[src/uart_dma_pkg.sv]
package uart_dma_pkg;

    // Memory address width used by the fetch port.
    localparam int ADDR_W = 32;

    // Transmit FIFO geometry. FIFO_AW must equal log2 of FIFO_DEPTH.
    localparam int FIFO_DEPTH = 8;
    localparam int FIFO_AW = 3;

    // Clock cycles per serial bit.
    localparam int BAUD_DIV = 4;

    // Width of the baud counter.
    localparam int BAUD_CW = (BAUD_DIV > 1) ? $clog2(BAUD_DIV) : 1;

    // Byte window in memory, from buf_start up to but not including buf_end.
    typedef struct packed {
        logic [ADDR_W-1:0] buf_start;
        logic [ADDR_W-1:0] buf_end;
    } dma_window_t;

    // Fetch stage phases.
    // FETCH_WAIT holds the memory request until the memory answers.
    // FETCH_PUSH writes the captured byte into the FIFO.
    typedef enum logic [1:0] {
        FETCH_IDLE = 2'd0,
        FETCH_WAIT = 2'd1,
        FETCH_PUSH = 2'd2
    } fetch_state_t;

    // Serializer frame phases, one bit time each except SER_DATA,
    // which spans the eight data bits.
    typedef enum logic [1:0] {
        SER_IDLE  = 2'd0,
        SER_START = 2'd1,
        SER_DATA  = 2'd2,
        SER_STOP  = 2'd3
    } ser_state_t;

endpackage

[src/baud_tick_gen.sv]
`timescale 1ns/100ps

module baud_tick_gen import uart_dma_pkg::*; (
    input  logic clk,
    input  logic ptr_rst,
    output logic tick
);

    logic [BAUD_CW-1:0] cnt;
    logic               wrap;

    assign wrap = (cnt == BAUD_CW'(BAUD_DIV - 1));

    // Free-running divider, restarted by reset so tick phase is known.
    always_ff @(posedge clk) begin
        if (ptr_rst) begin
            cnt <= '0;
        end else if (wrap) begin
            cnt <= '0;
        end else begin
            cnt <= cnt + 1'b1;
        end
    end

    // One clock wide pulse each time the counter wraps.
    assign tick = wrap;

endmodule

[src/byte_fifo.sv]
`timescale 1ns/100ps

module byte_fifo import uart_dma_pkg::*; (
    input  logic       clk,
    input  logic       ptr_rst,
    input  logic       wr_en,
    input  logic [7:0] wr_data,
    input  logic       rd_en,
    output logic [7:0] rd_data,
    output logic       full,
    output logic       empty
);

    logic [7:0]       mem [FIFO_DEPTH];
    logic [FIFO_AW:0] wr_ptr;
    logic [FIFO_AW:0] rd_ptr;
    logic             do_wr;
    logic             do_rd;

    // The extra pointer bit tells a full buffer from an empty one.
    assign empty = (wr_ptr == rd_ptr);
    assign full  = (wr_ptr[FIFO_AW] != rd_ptr[FIFO_AW]) &&
                   (wr_ptr[FIFO_AW-1:0] == rd_ptr[FIFO_AW-1:0]);

    assign do_wr = wr_en & ~full;
    assign do_rd = rd_en & ~empty;

    always_ff @(posedge clk) begin
        if (ptr_rst) begin
            wr_ptr <= '0;
            rd_ptr <= '0;
        end else begin
            if (do_wr) begin
                wr_ptr <= wr_ptr + 1'b1;
            end
            if (do_rd) begin
                rd_ptr <= rd_ptr + 1'b1;
            end
        end
    end

    always_ff @(posedge clk) begin
        if (do_wr) begin
            mem[wr_ptr[FIFO_AW-1:0]] <= wr_data;
        end
    end

    // Head entry, visible without a read strobe.
    assign rd_data = mem[rd_ptr[FIFO_AW-1:0]];

endmodule

[src/tx_dma_fetch.sv]
`timescale 1ns/100ps

module tx_dma_fetch import uart_dma_pkg::*; (
    input  logic              clk,
    input  logic              ptr_rst,
    input  logic              en,
    input  logic              load,
    input  dma_window_t       window,
    input  logic              fifo_full,
    input  logic              fifo_empty,
    input  logic              ser_busy,
    input  logic [7:0]        mem_data,
    input  logic              mem_ready,
    output logic              mem_req,
    output logic [ADDR_W-1:0] mem_addr,
    output logic              wr_en,
    output logic [7:0]        wr_data,
    output logic              done
);

    fetch_state_t      state;
    logic [ADDR_W-1:0] ptr;
    logic              at_end;
    logic              start_fetch;

    assign at_end = (ptr == window.buf_end);

    // The transfer is over once the pointer has reached the end of the window
    // and every fetched byte has left the line.
    assign done = en & at_end & fifo_empty & ~ser_busy;

    // Only one byte is ever in flight, so a free slot seen here is still
    // free when the byte is pushed.
    assign start_fetch = en & ~done & ~fifo_full & ~at_end;

    always_ff @(posedge clk) begin
        if (ptr_rst) begin
            state <= FETCH_IDLE;
            ptr   <= '0;
        end else if (load) begin
            state <= FETCH_IDLE;
            ptr   <= window.buf_start;
        end else if (!en) begin
            // Pointer is kept so the transfer resumes where it stopped.
            state <= FETCH_IDLE;
        end else begin
            case (state)
                FETCH_IDLE: begin
                    if (start_fetch) begin
                        state <= FETCH_WAIT;
                    end
                end
                FETCH_WAIT: begin
                    if (mem_ready) begin
                        state <= FETCH_PUSH;
                    end
                end
                FETCH_PUSH: begin
                    state <= FETCH_IDLE;
                    ptr   <= ptr + 1'b1;
                end
                default: begin
                    state <= FETCH_IDLE;
                end
            endcase
        end
    end

    // Memory data is only valid in the mem_ready cycle.
    always_ff @(posedge clk) begin
        if (state == FETCH_WAIT && mem_ready) begin
            wr_data <= mem_data;
        end
    end

    assign mem_req  = (state == FETCH_WAIT);
    assign mem_addr = ptr;
    assign wr_en    = (state == FETCH_PUSH);

endmodule

[src/tx_serializer.sv]
`timescale 1ns/100ps

module tx_serializer import uart_dma_pkg::*; (
    input  logic       clk,
    input  logic       ptr_rst,
    input  logic       tick,
    input  logic [7:0] rd_data,
    input  logic       empty,
    output logic       rd_en,
    output logic       busy,
    output logic       tx
);

    ser_state_t state;
    logic [7:0] shift_q;
    logic [2:0] bit_cnt;

    // A byte is accepted only on a tick while idle.
    assign rd_en = (state == SER_IDLE) & tick & ~empty;
    assign busy  = (state != SER_IDLE);

    always_ff @(posedge clk) begin
        if (ptr_rst) begin
            state   <= SER_IDLE;
            bit_cnt <= '0;
            tx      <= 1'b1;
        end else if (tick) begin
            case (state)
                SER_IDLE: begin
                    if (!empty) begin
                        state <= SER_START;
                        tx    <= 1'b0;
                    end
                end
                SER_START: begin
                    state   <= SER_DATA;
                    bit_cnt <= '0;
                    tx      <= shift_q[0];
                end
                SER_DATA: begin
                    if (bit_cnt == 3'd7) begin
                        state <= SER_STOP;
                        tx    <= 1'b1;
                    end else begin
                        bit_cnt <= bit_cnt + 1'b1;
                        tx      <= shift_q[0];
                    end
                end
                SER_STOP: begin
                    // Line stays high, stop bit ends on this tick.
                    state <= SER_IDLE;
                end
                default: begin
                    state <= SER_IDLE;
                    tx    <= 1'b1;
                end
            endcase
        end
    end

    // Data leaves LSB first, so the register shifts right as bits go out.
    always_ff @(posedge clk) begin
        if (rd_en) begin
            shift_q <= rd_data;
        end else if (tick && (state == SER_START || state == SER_DATA)) begin
            shift_q <= {1'b0, shift_q[7:1]};
        end
    end

endmodule

[src/uart_dma_tx.sv]
`timescale 1ns/100ps

module uart_dma_tx import uart_dma_pkg::*; (
    input  logic              clk,
    input  logic              ptr_rst,
    input  logic              en,
    input  logic              load,
    input  dma_window_t       window,
    input  logic [7:0]        mem_data,
    input  logic              mem_ready,
    output logic              mem_req,
    output logic [ADDR_W-1:0] mem_addr,
    output logic              done,
    output logic              tx
);

    logic       tick;
    logic       wr_en;
    logic [7:0] wr_data;
    logic       rd_en;
    logic [7:0] rd_data;
    logic       fifo_full;
    logic       fifo_empty;
    logic       ser_busy;

    baud_tick_gen i_tick (
        .clk     (clk),
        .ptr_rst (ptr_rst),
        .tick    (tick)
    );

    tx_dma_fetch i_fetch (
        .clk        (clk),
        .ptr_rst    (ptr_rst),
        .en         (en),
        .load       (load),
        .window     (window),
        .fifo_full  (fifo_full),
        .fifo_empty (fifo_empty),
        .ser_busy   (ser_busy),
        .mem_data   (mem_data),
        .mem_ready  (mem_ready),
        .mem_req    (mem_req),
        .mem_addr   (mem_addr),
        .wr_en      (wr_en),
        .wr_data    (wr_data),
        .done       (done)
    );

    byte_fifo i_fifo (
        .clk     (clk),
        .ptr_rst (ptr_rst),
        .wr_en   (wr_en),
        .wr_data (wr_data),
        .rd_en   (rd_en),
        .rd_data (rd_data),
        .full    (fifo_full),
        .empty   (fifo_empty)
    );

    tx_serializer i_ser (
        .clk     (clk),
        .ptr_rst (ptr_rst),
        .tick    (tick),
        .rd_data (rd_data),
        .empty   (fifo_empty),
        .rd_en   (rd_en),
        .busy    (ser_busy),
        .tx      (tx)
    );

endmodule

[config.mk]
export PLATFORM = sky130hd
export DESIGN_NAME = uart_dma_tx
export DESIGN_NICKNAME = d
export VERILOG_FILES = /design/src/uart_dma_pkg.sv /design/src/baud_tick_gen.sv /design/src/byte_fifo.sv /design/src/tx_dma_fetch.sv /design/src/tx_serializer.sv /design/src/uart_dma_tx.sv
export SDC_FILE = /design/constraint.sdc
export NUM_CORES = 1
export LEC_CHECK = 0
export BUFFER_PORTS_ARGS = -buffer_cell sky130_fd_sc_hd__buf_2
export CORE_MARGIN = 2
export CORE_UTILIZATION = 44
export DETAILED_ROUTE_END_ITERATION = 10
export GPL_TIMING_DRIVEN = 1
export PLACE_DENSITY = 0.72
export SLEW_MARGIN = 20
export SYNTH_ARGS = -nofsm -noshare
export SYNTH_HDL_FRONTEND = slang
export SYNTH_SLANG_ARGS = --single-unit
[constraint.sdc]
create_clock -name clk -period 3.4 [get_ports clk]
set_input_delay 0.85 -clock clk [delete_from_list [all_inputs] [get_ports clk]]
set_output_delay 0.85 -clock clk [all_outputs]
set_load 0.01 [all_outputs]
==> impl_summary.md, run 1 <==
Run status
The run finished with clean final reports.

Synth
The most used flip-flop cell after synthesis is edfxtp_1. The register bit total from synthesis is 133. The combinational family with the most area after synthesis is simple AND/OR/NAND/NOR gates. The compound-cell area share of the yosys netlist is 7.030%. The number of enable flip-flop cells after synthesis is 80. The number of library cell types mapped by synthesis is 52. Counting every net in the synthesized netlist gives 579. The area fraction in and, or, nand and nor cells after synthesis is 13.24%. The mapped cell area is 6122 um^2. The total number of yosys warnings is 0. Sequential cells were found to cover 56.57% of the synthesized design area. After technology mapping, the gate count stands at 493. The fraction of the mapped netlist area in adder cells is 1.839%. Of the post-synthesis cell area, the part taken by muxes is 8.849%. The post-synthesis async set-or-reset flop share is 0%. The fraction of synthesized cell area in xor and xnor cells is 10.16%. The synthesized area per cell is 12.42 um^2.

STA
The number of slew-limit violations in the final report came to 0. The slew at the pin with the worst max-slew slack is 921.9 ps. The hold violation count in the final report was 0. The highest attainable clock frequency is 326.7 MHz. The minimum hold slack is 428.6 ps. Setup repair after global routing left no endpoint under its margin.

The aggregate negative setup slack is 0 ps. Setup violations remaining at the end of the flow were counted as 0. The time the final worst path needs with I/O delays and setup is 3061 ps. The clock skew is 9.267 ps. The ratio of final minimum period to clock period is 90.02%. The worst pin sits at a relative slew slack of 38.31%.

Routing
The count of nets left with antenna violations once routing finished came out at 0. The wire length on met3 is 906 um. The via count normalized by instance count is 5.395. The final wirelength is 14,580 um.

Routed signal wires occupy layers up through met4. Dividing the detail-routed wire length by the instance count gives 18.25 um. The detailed router finished its first iteration with 274 violations.

The routed length on met1 is 6239 um. The routed layout has 4,311 vias. After detailed routing, the met2 layer carries 7241 um of wire. The iteration count of the initial detailed-routing pass is 5. In the routed design, unresolved DRC markers number 0.

Clock network
Clock tree synthesis inserted a total of 17 buffers. The number of gates resized after CTS was 0. The worst-skew pair later-pin latency is 420 ps. Counting every sink on the clock net gives 133.

Clock-pin slew was measured on the worst setup and hold paths at 60 ps. The maximum clock path buffer count is 2. The tree is rooted in a clkbuf_16.

The H-tree generated during clock tree synthesis spans 4 levels. The post-CTS repair timing setup buffer count is 0. The clock tree from TritonCTS is done. The number of buffers inserted by hold repair at cts is 0.

Power
The power share of the clock group is 45.5%. The relative contribution of sequential cells to total power is 48.5%. The switching power summed over all nets is 0.8447 mW. Cell internal power was estimated by the tool at 2.828 mW. Per report_power, the combinational group accounts for 6.0% of the total.

IR analysis of the VDD net gives a maximum drop of 408.6 uV. The analysis attributes to cell leakage a power of 2.839 nW. The total power per unit cell area is 495.3 nW/um^2.

Of the total power, the share spent switching nets is 23.00%.

Layout
The filler cell count is 1,135. The number of antenna diodes in the final layout is 0. The layout cell share with drive strength beyond 1 is 29.40%. Cells fill 54.04% of the core in the end. The most common cell after layout, fill and taps aside is buf_2.

The count of cells in the finished layout, fillers not included, comes to 799. The post-layout net count is 695. The library cells used most frequently in the layout, excluding fill and tap cells, are buf_2 (111), edfxtp_1 (80), xor2_1 (58). The relative area change from synthesis to final layout is 21.11%.

GRT
The initial antenna violation count is 0. The number of global-route vias before repair is 4,292. The wire length of the first global-routing pass is 22,360 um.

In the global route stage, overall resource usage came out at 20.24%. Entering global routing, the biggest net connects 42 pins. The final global-route overflow total is 0.

Place
The placed wire-length estimate is 10,180 um. The total instance count after detailed placement is 770. During placement, the flow inserted port buffers numbering 111. The last weighted congestion value of the routability-driven placer is 0.9100.

Worst setup path
The endpoint identified for the worst register-to-register timing path is i_fifo.mem[2][4]$_DFFE_PP_. The critical path buffer and inverter count is 2. On the critical path, the stage with the largest delay is an instance of nor4_1. The sort of element at the start of the critical path is an input port. The critical path goes through buf_2, xor2_1, nor4_1, nand4_1, nor2_1, and4_1, buf_2. The largest delay contributor family on the critical path is simple AND/OR/NAND/NOR gates.

The worst reg2reg path depth is 4. The highest cell delay on the worst timing path is 320 ps. The source of the worst register-to-register timing path is i_fifo.wr_ptr[0]$_SDFFE_PP0P_.

The register-to-register setup slack is 900 ps. The cell type with the highest occurrence count on the critical path is buf_2. The start-to-end type of the worst setup path is input port to output port. In this run the worst path has a maximum fanout of 2. The worst path arrival time is 2210 ps. The kind of end point of the critical path is an output port. The endpoint required time on the critical path is 2550 ps.

Die
The die height is 122.0 um. The die area is 14,870 um^2. The placeable core region is 13,720 um^2. The floorplan step set the die width to 122.0 um. The count of standard-cell rows is 43. The starting utilization of the core area is 44.62%. Pin placement for this block handled 112 I/O pins.

Run
Across the run, the number of max-cap violations was 0.

Min path
Along the worst hold path, the cell count comes to 1. The startpoint identified for the worst hold timing path is i_tick.cnt[0]$_SDFF_PP0_. The hold-critical path endpoint is i_tick.cnt[0]$_SDFF_PP0_. The class of the tightest hold or removal check is flop to flop.
synth_stat cells (9+ instances only):
| master | count | area share [%] |
|---|---|---|
| edfxtp_1 | 80 | 39 |
| dfxtp_1 | 53 | 17 |
| a211oi_1 | 10 | 1.2 |
| mux2i_1 | 17 | 2.8 |
| xnor2_1 | 13 | 1.9 |
| o21ai_0 | 13 | 1.1 |
| xor2_1 | 58 | 8.3 |
| ha_1 | 9 | 1.8 |
| nor2_1 | 57 | 3.5 |
| a21oi_1 | 20 | 1.6 |
| clkbuf_1 | 12 | 0.74 |
| nand3_1 | 10 | 0.82 |
| mux4_2 | 16 | 5.9 |
| nand4_1 | 16 | 1.6 |
| nand2_1 | 18 | 1.1 |
power groups by stage:
| stage | logic (mW) | registers, mW | clock network [mW] |
|---|---|---|---|
| after floorplan | 0.105 | 1.81 | 0 |
| after global placement | 0.215 | 1.81 | 0 |
| after detailed placement | 0.220 | 1.81 | 0 |
| after CTS | 0.222 | 1.78 | 1.71 |
| after global routing | 0.242 | 1.79 | 1.78 |
| final | 0.221 | 1.78 | 1.67 |
cell families after synthesis:
kind of cell	after synthesis
AO/OA/AOI/OAI	64
buffers and inverters	31
AND/OR/NAND/NOR	151
flip-flops	133
XOR/XNOR	71
multiplexers	34
adder cells (fa/ha/maj)	9
per-layer routing:
layer	vias to the layer above	track usage [%]
li1	2057	-
met1	2072	25.02
met2	165	34.64
met3	17	4.775
met4	0	7.328
met5	-	0
per-stage QoR:
step	total power, mW	setup WS, ps	area [um^2]
5_1_grt	3.802	278.9	7415
3_5_place_dp	2.034	398.4	6877
4_1_cts	3.713	386.4	7415
3_3_place_gp	2.028	449.6	6877
2_1_floorplan	1.915	843.7	6122
6_report	3.673	339.4	7415
cell type report:
cell class	count	area, um^2	area share, %
Clock buffer	18	429.2	5.788
Clock inverter	11	108.9	1.468
Inverter	6	22.52	0.3037
Multi-Input combinational cell	329	2527	34.09
Sequential cell	133	3463	46.71
Tap cell	180	225.2	3.037
Timing Repair Buffer	122	638.1	8.606
registers in the layout (all words and copies together) (netlist names), named ones only:
| name | count |
|---|---|
| i_fetch.wr_data | 8 |
| i_ser.state | 2 |
| i_ser.tx | 1 |
| i_fifo.wr_ptr | 4 |
| i_tick.cnt | 2 |
| i_ser.shift_q | 8 |
| i_fetch.state | 2 |
| i_fifo.mem | 64 |
| i_fetch.mem_addr | 32 |
| i_ser.bit_cnt | 3 |
| i_fifo.rd_ptr | 4 |
worst max-delay path by stage:
stage               startpoint    to  cells past startpoint
detailed placement  window[23]  done                      7
finish               window[2]  done                      7
CTS                 window[23]  done                      7
floorplan           window[18]  done                      5
global placement    window[18]  done                      7
global route         window[2]  done                      7
No activity file was read; power rests on OpenSTA's default activity.
==> run 2: changes to the inputs <==
ABC_AREA = 1   (was not set)
HOLD_SLACK_MARGIN = 0.03   (was not set)
==> impl_summary.md, run 2 <==
Worst setup path
The worst path arrival time was 2000 ps (was 2210 ps). The reg-to-reg endpoint is i_fifo.mem[0][6]$_DFFE_PP_ (was i_fifo.mem[2][4]$_DFFE_PP_). The sort of element at the start of the critical path is a flop (was input port). The register-to-register setup slack is 1000 ps (was 900 ps).

The launching instance or port of the critical path is i_fetch.mem_addr[27]$_SDFFE_PP0P_ (was window[2]). The source of the worst register-to-register timing path is i_fifo.wr_ptr[2]$_SDFFE_PP0P_ (was i_fifo.wr_ptr[0]$_SDFFE_PP0P_). The kind of end point of the critical path is an output port (unchanged). The maximum fanout count along the critical path came to 6 (was 2).

The worst reg2reg path depth is 6 (was 4). The destination of the critical timing path was done (unchanged). The endpoint required time on the critical path is 2550 ps (about the same). The start-to-end type of the worst setup path is flop to output port (was input port to output port).

STA
The hold violation count in the final report is 0 (unchanged). Unrepaired setup endpoints after global routing: false (unchanged). The number of slew-limit violations in the final report is 0 (unchanged).

The aggregate negative setup slack is 0 ps (unchanged). The time the final worst path needs with I/O delays and setup is 2852 ps (was 3061 ps). The number of setup violations in the final report is 0 (unchanged). The slew at the pin with the worst max-slew slack came to 1088 ps (was 921.9 ps). The relative slew slack was 27.22% (was 38.31%). The highest attainable clock frequency is 350.6 MHz (was 326.7 MHz). The ratio of final minimum period to clock period is 83.88% (was 90.02%). The clock skew is 7.742 ps (was 9.267 ps).

Layout
The most common cell after layout, fill and taps aside is nand2_1 (was buf_2). The relative area change from synthesis to final layout came to 19.01% (was 21.11%). The post-layout net count is 1,044 (was 695). The number of flip-flops under the largest register name came to 64 (unchanged). The filler cell count is 1,434 (was 1,135). Commonest cells after routing, fill and taps aside: nand2_1 (212), nor2_1 (132), buf_2 (111) (was buf_2 (111), edfxtp_1 (80), xor2_1 (58)). The final antenna diode count is 0 (unchanged). The layout cell share with drive strength beyond 1 is 20.70% (was 29.40%).

The post-layout instance area is 8272 um^2 (was 7415 um^2).

Die
The number of placed I/O pins was 112 (unchanged). The starting utilization of the core area is 45.38% (was 44.62%). The count of standard-cell rows is 45 (was 43). The placeable core region was 15,310 um^2 (was 13,720 um^2). The die height is 129.7 um (was 122.0 um).

The horizontal die dimension is 129.7 um (was 122.0 um). The die area came to 16,820 um^2 (was 14,870 um^2).

Power
The relative contribution of sequential cells to total power is 45.6% (was 48.5%). The largest voltage drop on the vdd net is 327.1 uV (was 408.6 uV). The switching power summed over all nets is 0.9905 mW (was 0.8447 mW). The combinational share of power is 6.4% (was 6.0%). The fraction of power spent switching nets is 25.55% (was 23.00%). The power share of the clock group is 48.0% (was 45.5%). The total power per unit cell area was 468.7 nW/um^2 (was 495.3 nW/um^2). The static leakage was 3.371 nW (was 2.839 nW). The internal power came to 2.886 mW (was 2.828 mW).

Synth
The combinational family with the most area after synthesis is simple AND/OR/NAND/NOR gates (unchanged). The number of library cell types mapped by synthesis is 47 (was 52). The cell accounting for the most synthesized area is edfxtp_1 (unchanged). The synthesized area per cell is 8.177 um^2 (was 12.42 um^2).

The total number of yosys warnings is 0 (unchanged). The number of nets produced by synthesis came to 936 (was 579). The post-synthesis async set-or-reset flop share is 0% (unchanged). The fraction of synthesized cell area taken by the top area cell type is 34.56% (was 39.24%).

The most repeated cell in the gate-level netlist after synthesis is nand2_1 (was edfxtp_1). The sequential element share of the synthesized area is 49.83% (was 56.57%). The multiplexer fraction of the synthesized cell area is 0% (was 8.849%). The compound-cell area share of the yosys netlist is 11.16% (was 7.030%). The register bit total from synthesis came to 133 (unchanged).

The fraction of the mapped netlist area in adder cells is 1.620% (was 1.839%). The area fraction in and, or, nand and nor cells after synthesis was 26.79% (was 13.24%). The synthesized netlist cell count came to 850 (was 493). The fraction of synthesized cell area in xor and xnor cells is 3.780% (was 10.16%).

Most instantiated cells after synthesis: nand2_1 (212), nor2_1 (132), edfxtp_1 (80) (was edfxtp_1 (80), xor2_1 (58), nor2_1 (57)). The number of enable flip-flop cells after synthesis is 80 (unchanged). The mapped cell area is 6950 um^2 (was 6122 um^2). The most used flip-flop cell after synthesis is edfxtp_1 (unchanged). Largest cells by area after synthesis: edfxtp_1 (35%), dfxtp_1 (15%), nand2_1 (11%), nor2_1 (7.1%), o21ai_0 (4.2%) (was edfxtp_1 (39%), dfxtp_1 (17%), xor2_1 (8.3%), mux4_2 (5.9%), nor2_1 (3.5%)).

GRT
The initial antenna violation count came to 1 (was 0). The maximum number of pins on one net before global-route repair is 34 (was 42). The global router's overall resource usage came to 21.43% (was 20.24%). The wire length of the first global-routing pass is 27,930 um (was 22,360 um). The number of global-route vias before repair is 5,713 (was 4,292).

The final global-route overflow total came to 0 (unchanged).

Routing
The total DRC errors in the routed layout is 0 (unchanged). The iteration count of the initial detailed-routing pass is 5 (unchanged). The via count normalized by instance count is 5.074 (was 5.395). The violation count after the first detailed-routing iteration was 340 (was 274). The final wirelength is 17,100 um (was 14,580 um). The average routed wire per standard cell is 14.47 um (was 18.25 um). The via total after detailed routing was 5,997 (was 4,311). The residual antenna-violating net count after detailed routing is 0 (unchanged).

Clock network
The clock tree from TritonCTS is done (unchanged). The maximum level of the CTS H-tree is 4 (unchanged). The worst-skew pair later-pin latency is 430 ps (was 420 ps). The cell at the root of the clock tree is clkbuf_16 (unchanged). The post-CTS repair timing setup buffer count is 0 (unchanged). The number of buffers inserted by hold repair at cts is 0 (unchanged). The maximum clock path buffer count is 2 (unchanged). The total number of clock tree sinks is 133 (unchanged).

The total clock buffers created by CTS came to 17 (unchanged). The number of resized instances in the post-cts repair step is 0 (unchanged). The clock slew seen by the registers of the worst setup and hold paths came to 60 ps (about the same).

Run status
Run status: finished, final reports clean (unchanged).

Place
The number of input and output port buffers inserted is 111 (unchanged). The placed cell area is 7665 um^2 (was 6877 um^2). The last weighted congestion value of the routability-driven placer came to 0.9220 (was 0.9100). The placed wire-length estimate is 11,730 um (was 10,180 um).

Min path
The class of the tightest hold or removal check is flop to flop (unchanged).

Run
The number of max-capacitance violations reported is 0 (unchanged).
## run 2: critical path: stages (launching register included)
cell and delay, ps:
dfxtp_1 470, inv_1 150, nand2_1 80, nand3_1 70
nor2_1 90, nand2_1 70, nor2_1 240, nand2_1 120
nor3_1 130, buf_2 170
## run 2: area by class of cell
type / count / area, um^2 / area share (%)
multi-input combinational: 604 / 3013 / 36.42
tap: 211 / 264.0 / 3.192
clock buffer: 17 / 425.4 / 5.143
sequential: 133 / 3465 / 41.88
inverter: 86 / 331.6 / 4.008
timing repair buffer: 116 / 593.1 / 7.170
clock inverter: 15 / 180.2 / 2.178
## run 2: power by group through the flow
| stage | Combinational, mW | Clock, mW | Sequential, mW |
|---|---|---|---|
| after detailed placement | 0.248 | 0 | 1.80 |
| after CTS | 0.250 | 1.87 | 1.77 |
| after global placement | 0.245 | 0 | 1.80 |
| after floorplan | 0.142 | 0 | 1.80 |
| after global routing | 0.282 | 1.94 | 1.77 |
| final | 0.249 | 1.86 | 1.77 |
## run 2: kinds of logic (layout without fill, tap and decap cells)
logic type               Yosys count  in the layout
AND/OR/NAND/NOR                  426            426
AO/OA/AOI/OAI                    139            139
flip-flops                       133            133
buffers and inverters            113            234
XOR/XNOR                          30             30
adder cells (fa/ha/maj)            9              9
## run 2: layer usage
layer,GRT usage [%],share of wire (%),vias up
li1,-,-,3003
met1,26.64,42,2700
met2,35.36,47,246
met5,0,0,-
met3,5.120,7.4,48
met4,9.994,3.2,0
## run 2: worst min path at each step
stage                                   startpoint                        to  slack, ps  cells past startpoint
after floorplan           i_tick.cnt[0]$_SDFF_PP0_  i_tick.cnt[0]$_SDFF_PP0_        400                      1
after global placement    i_tick.cnt[0]$_SDFF_PP0_  i_tick.cnt[0]$_SDFF_PP0_        410                      1
after detailed placement  i_tick.cnt[0]$_SDFF_PP0_  i_tick.cnt[0]$_SDFF_PP0_        430                      1
after CTS                 i_tick.cnt[0]$_SDFF_PP0_  i_tick.cnt[0]$_SDFF_PP0_        440                      1
after global routing      i_tick.cnt[0]$_SDFF_PP0_  i_tick.cnt[0]$_SDFF_PP0_        460                      1
final                     i_tick.cnt[0]$_SDFF_PP0_  i_tick.cnt[0]$_SDFF_PP0_        430                      1
## run 2: metrics by stage
stage,setup slack (ps),std cells,util (%),power [mW],hold slack [ps]
2_1_floorplan,982.2,850,-,1.942,404.3
3_3_place_gp,570.0,1150,50.05,2.045,413.4
3_5_place_dp,566.5,1150,50.05,2.049,426.6
4_1_cts,562.8,1182,54.00,3.881,435.9
5_1_grt,423.9,1182,54.01,3.998,456.5
6_report,548.1,1182,54.01,3.877,431.2
==> run 3: changes to the inputs <==
ABC_AREA = 0   (was 1)
clock period = 2.9 ns   (was 3.4 ns; I/O delays follow)
==> impl_summary.md, run 3 (same netlist as run 1, synthesis figures left out) <==
Layout
The most common cell after layout, fill and taps aside is buf_2 (was nand2_1). The post-layout net count is 700 (was 1,044). The relative area change from synthesis to final layout is 22.34% (was 19.01%). The number of flip-flops under the largest register name is 64 (unchanged).

The layout cell share with drive strength beyond 1 is 30.62% (was 20.70%). The final antenna diode count is 0 (unchanged). The final cell utilization of the core is 54.59% (was 54.01%).

Commonest cells after routing, fill and taps aside: buf_2 (111), edfxtp_1 (80), xor2_1 (58) (was nand2_1 (212), nor2_1 (132), buf_2 (111)).

STA
In the finished design, the share of the clock period the worst path needs comes to 96.23%. The highest attainable clock frequency is 358.3 MHz. The relative slew slack is 46.28% (was 27.22%). The number of slew-limit violations in the final report is 0 (unchanged).

The clock skew came to 7.822 ps (was 7.742 ps). The hold violation count in the final report is 0 (unchanged). The slew at the pin with the worst max-slew slack is 804.7 ps (was 1088 ps). The time the final worst path needs with I/O delays and setup is 2791 ps. The number of setup violations in the final report is 0 (unchanged). The aggregate negative setup slack came to 0 ps (unchanged).

Routing
The residual antenna-violating net count after detailed routing is 0 (unchanged). The average routed wire per standard cell is 17.68 um (was 14.47 um). The total DRC errors in the routed layout came to 0 (unchanged).

The violation count after the first detailed-routing iteration is 426 (was 340). The via total after detailed routing is 4,296 (was 5,997). The final wirelength was 14,270 um (was 17,100 um). The iteration count of the initial detailed-routing pass is 4 (was 5).

The via count normalized by instance count is 5.323 (was 5.074).

Worst setup path
The largest delay contributor family on the critical path is simple AND/OR/NAND/NOR gates (unchanged). The critical path's slowest cell is dfxtp_1 (unchanged). The sort of element at the start of the critical path is a flop (unchanged). The endpoint required time on the critical path is 2170 ps (was 2550 ps). The kind of end point of the critical path was an output port (unchanged).

The maximum fanout count along the critical path was 5 (was 6). The worst path arrival time came to 2070 ps (was 2000 ps). The start-to-end type of the worst setup path is flop to output port (unchanged).

Critical path, cell by cell: xor2_1, nor4_1, nand4_1, nor2_1, and4_1, buf_2 (was inv_1, nand2_1, nand3_1, nor2_1, nand2_1, nor2_1, nand2_1, nor3_1, buf_2). The critical path buffer and inverter count is 1 (was 2). The highest cell delay on the worst timing path was 360 ps (was 470 ps).

Die
The placeable core region came to 13,720 um^2 (was 15,310 um^2). The die area was 14,870 um^2 (was 16,820 um^2). The die height is 122.0 um (was 129.7 um).

The number of placed I/O pins is 112 (unchanged). The count of standard-cell rows came to 43 (was 45). The starting utilization of the core area is 44.62% (was 45.38%). The horizontal die dimension was 122.0 um (was 129.7 um).

Clock network
The total number of clock tree sinks came to 133 (unchanged). The post-CTS repair timing setup buffer count is 0 (unchanged). The maximum clock path buffer count is 2 (unchanged). The maximum level of the CTS H-tree is 4 (unchanged). The clock tree from TritonCTS was done (unchanged).

The clock slew seen by the registers of the worst setup and hold paths is 60 ps (about the same). The total clock buffers created by CTS is 17 (unchanged). The cell at the root of the clock tree was clkbuf_16 (unchanged).

The number of buffers inserted by hold repair at cts is 0 (unchanged). The worst-skew pair later-pin latency is 420 ps (was 430 ps).

Power
The static leakage was 2.886 nW (was 3.371 nW). The largest voltage drop on the vdd net is 530.7 uV (was 327.1 uV). The internal power is 3.357 mW (was 2.886 mW). The switching power summed over all nets came to 1.063 mW (was 0.9905 mW).

The combinational share of power came to 6.0% (was 6.4%). The fraction of power spent switching nets is 24.06% (was 25.55%). The power share of the clock group is 46.8% (was 48.0%).

The total power per unit cell area is 590.1 nW/um^2 (was 468.7 nW/um^2). The relative contribution of sequential cells to total power was 47.2% (was 45.6%).

Min path
The class of the tightest hold or removal check is flop to flop (unchanged).

GRT
The global router's overall resource usage was 19.83% (was 21.43%). The final global-route overflow total is 0 (unchanged). The initial antenna violation count is 0 (was 1).

The number of global-route vias before repair is 4,208 (was 5,713). The maximum number of pins on one net before global-route repair is 42 (was 34). The wire length of the first global-routing pass was 21,970 um (was 27,930 um).

Run status
Run status: finished, final reports clean (unchanged).

Place
The last weighted congestion value of the routability-driven placer is 0.8763 (was 0.9220). The placed wire-length estimate came to 9887 um (was 11,730 um). The number of input and output port buffers inserted is 111 (unchanged).

Run
The number of max-capacitance violations reported came to 0 (unchanged).
[run 3: final timing paths]
kind | startpoint | end | slack [ps] | depth (start not counted)
setup / recovery | i_fetch.mem_addr[18]$_SDFFE_PP0P_ | done | 110 | 6
hold / removal | i_tick.cnt[0]$_SDFF_PP0_ | i_tick.cnt[0]$_SDFF_PP0_ | 430 | 1
setup reg to reg | i_fetch.mem_addr[1]$_SDFFE_PP0P_ | i_fetch.mem_addr[18]$_SDFFE_PP0P_ | 750 | 6
hold reg to reg | i_tick.cnt[0]$_SDFF_PP0_ | i_tick.cnt[0]$_SDFF_PP0_ | 430 | 1
[run 3: what timing repair did]
action | 4_1_cts | 5_1_grt
resized for setup | 0 | 4
endpoints found under the setup margin | 0 | 1
hold endpoints to repair | 0 | 0
[run 3: area by class of cell]
| cell class | count | area, um^2 |
|---|---|---|
| Tap cell | 180 | 225.2 |
| Fill cell | 1134 | 6230 |
| Multi-Input combinational cell | 329 | 2530 |
| Inverter | 6 | 22.52 |
| Clock inverter | 14 | 141.4 |
| Clock buffer | 18 | 429.2 |
| Sequential cell | 133 | 3466 |
| Timing Repair Buffer | 127 | 675.6 |
[run 3: power by group through the flow]
stage	Combinational [mW]	Sequential (mW)	Clock, mW
floorplan	0.123	2.12	0
global placement	0.258	2.12	0
detailed placement	0.260	2.12	0
CTS	0.263	2.08	2.10
global route	0.290	2.09	2.17
finish	0.265	2.09	2.07
[run 3: metrics by stage]
step | instance area [um^2] | setup slack (ps) | instances | hold slack, ps | total power, mW
finish | 7490 | 109.3 | 807 | 430.7 | 4.420
global route | 7490 | -11.96 | 807 | 440.5 | 4.550
CTS | 7475 | 86.77 | 807 | 432.0 | 4.443
detailed placement | 6904 | 130.3 | 775 | 423.0 | 2.385
global placement | 6904 | 182.2 | 775 | 414.6 | 2.381
floorplan | 6122 | 593.7 | 493 | 404.3 | 2.245
[run 3: routing by layer]
| layer | vias up | routed length [um] | GRT usage (%) |
|---|---|---|---|
| met5 | - | 0 | 0 |
| met4 | 0 | 115 | 6.034 |
| met3 | 10 | 867 | 4.916 |
| met2 | 145 | 7064 | 34.04 |
| met1 | 2069 | 6221 | 24.75 |
| li1 | 2072 | - | - |
